--- config.mk ---
export PLATFORM = sky130hd
export DESIGN_NAME = routerOutputPort
export DESIGN_NICKNAME = d
export VERILOG_FILES = /design/src/logic/routerPkg.sv /design/src/logic/routerOutputPort.sv /design/src/logic/linkSender.sv /design/src/logic/switchArbiter.sv /design/src/logic/packetTimer.sv /design/src/logic/flitFifo.sv
export SDC_FILE = /design/constraint.sdc
export NUM_CORES = 2
export LEC_CHECK = 0
export BUFFER_PORTS_ARGS = -buffer_cell sky130_fd_sc_hd__clkbuf_2
export CAP_MARGIN = 5
export CORE_MARGIN = 2
export CORE_UTILIZATION = 45
export DETAILED_ROUTE_END_ITERATION = 16
export PLACE_DENSITY = 0.68
export REMOVE_ABC_BUFFERS = 1
export SLEW_MARGIN = 20
export SYNTH_ARGS = -nofsm -noshare
export SYNTH_HDL_FRONTEND = slang
export SYNTH_HIERARCHICAL = 1
export SYNTH_SLANG_ARGS = --single-unit
--- constraint.sdc ---
create_clock -name clk -period 10.4 [get_ports clk]
set_clock_uncertainty 0.2 [all_clocks]
set_input_delay 2.6 -clock clk [delete_from_list [all_inputs] [get_ports clk]]
set_output_delay 2.6 -clock clk [all_outputs]
set_load 0.005 [all_outputs]
--- src/logic/routerPkg.sv ---
`default_nettype none

package routerPkg;

  localparam int numPorts = 5;
  localparam int fifoDepth = 8;
  localparam int flitWidth = 32;
  localparam int idWidth = 3;
  localparam int lengthWidth = 12;
  localparam int portIdxWidth = $clog2(numPorts);
  localparam int fifoPtrWidth = $clog2(fifoDepth);

  localparam logic [idWidth-1:0] flitIdHeader = 3'd1;
  localparam logic [idWidth-1:0] flitIdBody = 3'd2;

  localparam logic [fifoPtrWidth-1:0] fifoLastIdx = fifoPtrWidth'(fifoDepth - 1);
  localparam logic [fifoPtrWidth:0] fifoFullCount = (fifoPtrWidth + 1)'(fifoDepth);
  localparam logic [portIdxWidth-1:0] lastPortIdx = portIdxWidth'(numPorts - 1);
  // bit 0 of the arbiter state means no port holds the output
  localparam logic [numPorts:0] grantIdle = (numPorts + 1)'(1);

  // length counts every flit of the packet, the header included
  typedef struct packed {
    logic [idWidth-1:0] flitId;
    logic [lengthWidth-1:0] length;
    logic [flitWidth-idWidth-lengthWidth-1:0] srcInfo;
  } headerFlit;

  typedef struct packed {
    logic [idWidth-1:0] flitId;
    logic [flitWidth-idWidth-1:0] payload;
  } bodyFlit;

  typedef union packed {
    headerFlit header;
    bodyFlit body;
  } flitWord;

endpackage

`default_nettype wire
--- src/logic/routerOutputPort.sv ---
`default_nettype none

module routerOutputPort
(
  input  logic                           clk,
  input  logic                           rst,
  input  logic [routerPkg::numPorts-1:0] inValid,
  input  routerPkg::flitWord             inFlit [routerPkg::numPorts],
  output logic [routerPkg::numPorts-1:0] inReady,
  output logic                           outValid,
  output routerPkg::flitWord             outFlit,
  input  logic                           outReady
);

  logic [routerPkg::numPorts-1:0] headValid;
  routerPkg::flitWord headFlit [routerPkg::numPorts];
  logic [routerPkg::numPorts-1:0] pop;
  logic sendValid;
  routerPkg::flitWord sendFlit;
  logic sendReady;

  // one input FIFO per port, index order L, N, E, W, S
  for (genvar i = 0; i < routerPkg::numPorts; i++)
  begin : fifoGen
    flitFifo portFifo
    (
      .clk(clk),
      .rst(rst),
      .inValid(inValid[i]),
      .inFlit(inFlit[i]),
      .inReady(inReady[i]),
      .headValid(headValid[i]),
      .headFlit(headFlit[i]),
      .pop(pop[i])
    );
  end

  switchArbiter arbiter
  (
    .clk(clk),
    .rst(rst),
    .headValid(headValid),
    .headFlit(headFlit),
    .pop(pop),
    .sendValid(sendValid),
    .sendFlit(sendFlit),
    .sendReady(sendReady)
  );

  linkSender sender
  (
    .clk(clk),
    .rst(rst),
    .sendValid(sendValid),
    .sendFlit(sendFlit),
    .sendReady(sendReady),
    .outValid(outValid),
    .outFlit(outFlit),
    .outReady(outReady)
  );

endmodule

`default_nettype wire

--- src/logic/linkSender.sv ---
`default_nettype none

module linkSender
(
  input  logic               clk,
  input  logic               rst,
  input  logic               sendValid,
  input  routerPkg::flitWord sendFlit,
  output logic               sendReady,
  output logic               outValid,
  output routerPkg::flitWord outFlit,
  input  logic               outReady
);

  routerPkg::flitWord buffer [2];
  logic wrSel;
  logic rdSel;
  logic [1:0] count;
  logic [1:0] countNext;
  logic push;
  logic take;

  assign push = sendValid && sendReady;
  assign take = outValid && outReady;
  assign outValid = (count != 2'd0);
  assign outFlit = buffer[rdSel];

  always_comb
  begin
    countNext = count;
    if (push && !take)
      countNext = count + 1'b1;
    else if (take && !push)
      countNext = count - 1'b1;
  end

  // ready looks one cycle ahead so it never depends on outReady directly
  always_ff @(posedge clk)
  begin
    if (rst)
    begin
      count <= 2'd0;
      wrSel <= 1'b0;
      rdSel <= 1'b0;
      sendReady <= 1'b1;
    end
    else
    begin
      count <= countNext;
      sendReady <= (countNext != 2'd2);
      if (push)
        wrSel <= ~wrSel;
      if (take)
        rdSel <= ~rdSel;
    end
  end

  always_ff @(posedge clk)
  begin
    if (push)
      buffer[wrSel] <= sendFlit;
  end

endmodule

`default_nettype wire

--- src/logic/switchArbiter.sv ---
`default_nettype none

module switchArbiter
(
  input  logic                           clk,
  input  logic                           rst,
  input  logic [routerPkg::numPorts-1:0] headValid,
  input  routerPkg::flitWord             headFlit [routerPkg::numPorts],
  output logic [routerPkg::numPorts-1:0] pop,
  output logic                           sendValid,
  output routerPkg::flitWord             sendFlit,
  input  logic                           sendReady
);

  // one-hot state where bit 0 is idle and bit i+1 grants port i in the order L, N, E, W, S
  logic [routerPkg::numPorts:0] grantState;
  logic [routerPkg::numPorts-1:0] grant;
  logic [routerPkg::numPorts-1:0] lastFlit;
  logic [routerPkg::numPorts-1:0] pick;
  logic [routerPkg::portIdxWidth-1:0] startIdx;
  logic [routerPkg::portIdxWidth-1:0] grantIdx;
  logic [routerPkg::portIdxWidth-1:0] nextStart;
  logic packetDone;

  assign grant = grantState[routerPkg::numPorts:1];
  assign pop = grant & headValid & {routerPkg::numPorts{sendReady}};
  assign sendValid = |(grant & headValid);
  assign packetDone = |(pop & lastFlit);
  assign nextStart = (grantIdx == routerPkg::lastPortIdx) ? '0 : grantIdx + 1'b1;

  for (genvar i = 0; i < routerPkg::numPorts; i++)
  begin : timerGen
    packetTimer portTimer
    (
      .clk(clk),
      .rst(rst),
      .headFlit(headFlit[i]),
      .running(pop[i]),
      .lastFlit(lastFlit[i])
    );
  end

  always_comb
  begin
    sendFlit = '0;
    grantIdx = '0;
    for (int i = 0; i < routerPkg::numPorts; i++)
    begin
      if (grant[i])
      begin
        sendFlit = headFlit[i];
        grantIdx = routerPkg::portIdxWidth'(i);
      end
    end
  end

  // cyclic scan for the first waiting port at or after startIdx
  always_comb
  begin
    int idx;
    logic found;
    pick = '0;
    found = 1'b0;
    for (int k = 0; k < routerPkg::numPorts; k++)
    begin
      idx = int'(startIdx) + k;
      if (idx >= routerPkg::numPorts)
        idx = idx - routerPkg::numPorts;
      if (!found && headValid[idx])
      begin
        pick[idx] = 1'b1;
        found = 1'b1;
      end
    end
  end

  always_ff @(posedge clk)
  begin
    if (rst)
    begin
      grantState <= routerPkg::grantIdle;
      startIdx <= '0;
    end
    else if (grantState[0])
    begin
      if (pick != '0)
        grantState <= {pick, 1'b0};
      else
        // nothing waiting, so the next scan from idle begins at L again
        startIdx <= '0;
    end
    else if (packetDone)
    begin
      grantState <= routerPkg::grantIdle;
      startIdx <= nextStart;
    end
  end

endmodule

`default_nettype wire

--- src/logic/packetTimer.sv ---
`default_nettype none

module packetTimer
(
  input  logic               clk,
  input  logic               rst,
  input  routerPkg::flitWord headFlit,
  input  logic               running,
  output logic               lastFlit
);

  logic [routerPkg::lengthWidth-1:0] count;
  logic [routerPkg::lengthWidth-1:0] lengthReg;
  logic [routerPkg::lengthWidth-1:0] packetLength;
  logic atHeader;

  // a header at the head with nothing counted yet opens a new packet
  assign atHeader = (count == '0) && (headFlit.header.flitId == routerPkg::flitIdHeader);
  assign packetLength = atHeader ? headFlit.header.length : lengthReg;

  // a length of zero behaves like a header-only packet
  assign lastFlit = running && ((count + 1'b1) >= packetLength);

  always_ff @(posedge clk)
  begin
    if (rst)
    begin
      count <= '0;
      lengthReg <= '0;
    end
    else
    begin
      if (atHeader)
        lengthReg <= headFlit.header.length;
      if (lastFlit)
        count <= '0;
      else if (running)
        count <= count + 1'b1;
    end
  end

endmodule

`default_nettype wire

--- src/logic/flitFifo.sv ---
`default_nettype none

module flitFifo
(
  input  logic               clk,
  input  logic               rst,
  input  logic               inValid,
  input  routerPkg::flitWord inFlit,
  output logic               inReady,
  output logic               headValid,
  output routerPkg::flitWord headFlit,
  input  logic               pop
);

  routerPkg::flitWord mem [routerPkg::fifoDepth];
  logic [routerPkg::fifoPtrWidth-1:0] wrPtr;
  logic [routerPkg::fifoPtrWidth-1:0] rdPtr;
  logic [routerPkg::fifoPtrWidth:0] count;
  logic push;
  logic take;

  assign headValid = (count != '0);
  assign headFlit = mem[rdPtr];
  assign take = pop && headValid;
  // a full FIFO still takes a flit in the cycle its head leaves
  assign inReady = (count != routerPkg::fifoFullCount) || take;
  assign push = inValid && inReady;

  always_ff @(posedge clk)
  begin
    if (rst)
    begin
      wrPtr <= '0;
      rdPtr <= '0;
      count <= '0;
    end
    else
    begin
      if (push)
        wrPtr <= (wrPtr == routerPkg::fifoLastIdx) ? '0 : wrPtr + 1'b1;
      if (take)
        rdPtr <= (rdPtr == routerPkg::fifoLastIdx) ? '0 : rdPtr + 1'b1;
      if (push && !take)
        count <= count + 1'b1;
      else if (take && !push)
        count <= count - 1'b1;
    end
  end

  always_ff @(posedge clk)
  begin
    if (push)
      mem[wrPtr] <= inFlit;
  end

endmodule

`default_nettype wire

==> impl_results.md <==
* Post-synthesis sequential area ratio at 0.681
* DRT Wirelength at about 150000 um
* Pre-CTS WS at 4.41 ns
* Req. time, crit path at 10.92 ns
* CP Class: reg2reg
* Crit share post-route at 0.579
* Int Power at about 12 mW
* Detailed Place HPWL at 89500 um
* Largest area contributor in the netlist: edfxtp_1
* Largest cells by area after synthesis: edfxtp_1 62%, mux4_1 8.1%, dfxtp_1 6.1%, mux4_2 4.1%, mux2_2 3.5%
* CTS tree: yes
* Routability congestion estimate at between 0.8 and 0.9
* GRT Total Usage at 0.197
* Worst path max stage delay at slightly above 0.7 ns
* First-pass GRT wire length at 217000 um
* Clock network power share at 0.342
* Synth Cell Area at 65100 um^2
* Fillers at 11594
* CP Cell Sequence: buf_4 > mux4_1 > mux2_2 > nor4_2 > nand4_2 > mux2_2 > ha_1 > nor3b_1 > o21ai_1 > a31oi_2 > a21boi_0 > a221o_1 > a211o_1 > a21oi_1 > and2_1 > o21ai_0 > nand3_1
* Slew Limit Headroom at 0.267
* Critical Path Most Common Cell: mux2_2
* Share of the synthesized area in the top cell type at 0.620
* Number of max-cap violations at 0
* Register bit total from synthesis at 1544
* Hold buffer count at CTS at 0
* Vias in the first global route at 33733
* Port bufs at 205
* Outcome: complete, but fails checks
* Nets at 4257
* Max Buffers Root-to-Sink at 3
* Lkg Pwr at about 25 nW
* Synth Area per Inst at 17.5 um^2
* Clock Sinks at around 1500
* Most common cell after layout, fill and taps aside: edfxtp_1
* Setup repair after global routing missed its margin: false
* Die W at 384 um
* Initial Util at 0.453
* Combinational power share at 0.185
* Power Total at 15.9 mW
* Fin cells at 6003
* Distinct cells, synth at 93
* Final Hold Vio Count at 0
* Pwr dens at 217 nW/um^2
* Setup crit start kind: flop
* Violated checks: design-rule violations
* Fmax at 166 MHz
* Number of synthesized flops with an enable pin at 1344
* Total negative slack at 0 ns
* Initial antenna violation count at 35
* Worst setup margin at 4.38 ns
* Post-CTS sizing at 0
* Most frequent cells in the layout: 1344 x edfxtp_1, 223 x nor2_1, 216 x nand2_1, 204 x clkbuf_2, 202 x mux2_2
* Die footprint at 148000 um^2
* Worst-skew pair later-pin latency at about 0.78 ns
* Sw Share at 0.273
* Ys Warns at 6
* Initial drt markers at between 3000 and 4000
* Inst Count DP at 5713
* Remaining routing DRC violations at 4
* Vias at 34271
* Min-delay worst type: reg2reg
* Routed length per instance at 24.4 um
* ANT nets after route at 0
* # IOs at 206
* Crit path max fanout at 43
* GRT overflow at 0
* Vias per cell at 5.71
* Vert. Die Dim at 384 um
* Sequential power share at 0.473
* Post-Syn Instances at 3718
* Tmin final at 6.02 ns
* Top FF cell, synth: edfxtp_1
* Crit path DAT at 6.54 ns
* Slew Viols, Final at 0
* Layout area overhead at 12.4%
* Worst-path clk slew at about 0.060 ns
* Largest net degree at the start of global routing at between 80 and 90
* Hold path startpoint: fifoGen[2].portFifo/rdPtr[2]$_SDFFE_PP0N_
* Pre-antenna DRT Iters at 11
* Row count at ~140
* Core ar. at ~140000 um^2
* Root Driver: clkbuf_16
* Crit-path slowest cell: buf_4
* Clock buffer count from CTS at 154
* Worst VDD drop at 0.168 mV
* CP endpoint kind: flop
* Slew of the pin with the lowest slew margin at 1.10 ns
* Layout cells sized above 1 at 0.232
* Final-report setup violation count at 0
* H-tree depth at 4
* Post-CTS Setup Bufs at 0
* P_sw at 4.34 mW
* Async S/R FF share, synth at 0
per-layer routing:
metal	track usage	wire length, um
met5	0	259
met4	0.0599	3850
met3	0.0442	9690
met2	0.319	71200
met1	0.266	61400
critical path, delay by kind of cell (launching register included):
kind,cells,cell delay (ns)
AO/OA/AOI/OAI,7,1.55
flip-flops,1,0.61
buffers and inverters,1,0.71
AND/OR/NAND/NOR,5,1.12
multiplexers,3,1.42
adder cells (fa/ha/maj),1,0.27
synth_stat cells (all sizes together), types with 6 or more instances:
cell,n
a211o,6
a211oi,8
a21boi,7
a21oi,138
a22oi,36
a31oi,14
a32oi,7
and2,13
and3,22
buf,103
clkbuf,73
dfxtp,200
edfxtp,1344
fa,6
ha,117
inv,78
mux2,204
mux2i,68
mux4,320
nand2,218
nand2b,30
nand3,48
nand3b,12
nand4,18
nor2,240
nor2b,20
nor3,32
nor3b,6
nor4,20
o21ai,120
o221ai,23
o41ai,9
or2,13
or3,21
or4,10
xnor2,27
xor2,22
path summary, 6_finish.rpt:
| kind | slack (ns) | cells past startpoint | end |
|---|---|---|---|
| worst min-delay path | 0.27 | 2 | flop |
| worst min register to register | 0.27 | 2 | flop |
| worst max-delay path | 4.38 | 17 | arbiter/startIdx[0]$_SDFFE_PP0P_ |
| worst max register to register | 4.38 | 17 | arbiter/startIdx[0]$_SDFFE_PP0P_ |
final cells by class:
type                    count  area (um^2)  area share
multi-input cells        1920        19700       0.269
repair buffers            268         1510      0.0206
well taps                1903         2380      0.0325
inverters                  78          293     0.00400
flip-flops and latches   1544        44400       0.606
clock buffers             199         4220      0.0577
diodes                      5         12.5    0.000171
clock inverters            86          727     0.00993
stage by stage:
stage,utilization,instance area (um^2),hold slack [ns]
after CTS,0.510,73200,0.280
after floorplan,-,64100,0.247
final,0.510,73200,0.275
after detailed placement,0.475,68300,0.269
after global routing,0.510,73200,0.296
after global placement,0.475,68300,0.264
logic make-up (layout without fill, tap and decap cells):
kind of cell               Yosys count  count (layout)  synth area share
DFF                               1544            1544             0.681
and+or+nand+nor                    740             740            0.0553
muxes                              592             592             0.169
AOI/OAI and AO/OA                  415             415            0.0430
buffers and inverters              254             631            0.0208
adders and majority gates          124             124            0.0245
xor gates and xnor gates            49              49           0.00670
other                                0               5                 0
registers in the layout (all words and copies together), names as in the netlist, named ones only:
name	count
fifoGen.portFifo/rdPtr	15
fifoGen.portFifo/mem	1280
sender/wrSel	1
fifoGen.portFifo/count	20
sender/rdSel	1
arbiter/startIdx	3
arbiter/timerGen.portTimer/lengthReg	60
sender/count	2
fifoGen.portFifo/wrPtr	15
sender/buffer	64
sender/sendReady	1
arbiter/timerGen.portTimer/count	60
arbiter/grantState	6
power groups by stage:
stage,clock [mW],combinational [mW],sequential (mW)
2_1_floorplan,0,1.74,7.68
3_3_place_gp,0,2.93,7.61
3_5_place_dp,0,2.97,7.64
4_1_cts,5.53,2.99,7.51
5_1_grt,5.76,3.18,7.55
6_report,5.43,2.94,7.51
(Power assumes the default switching activity.)
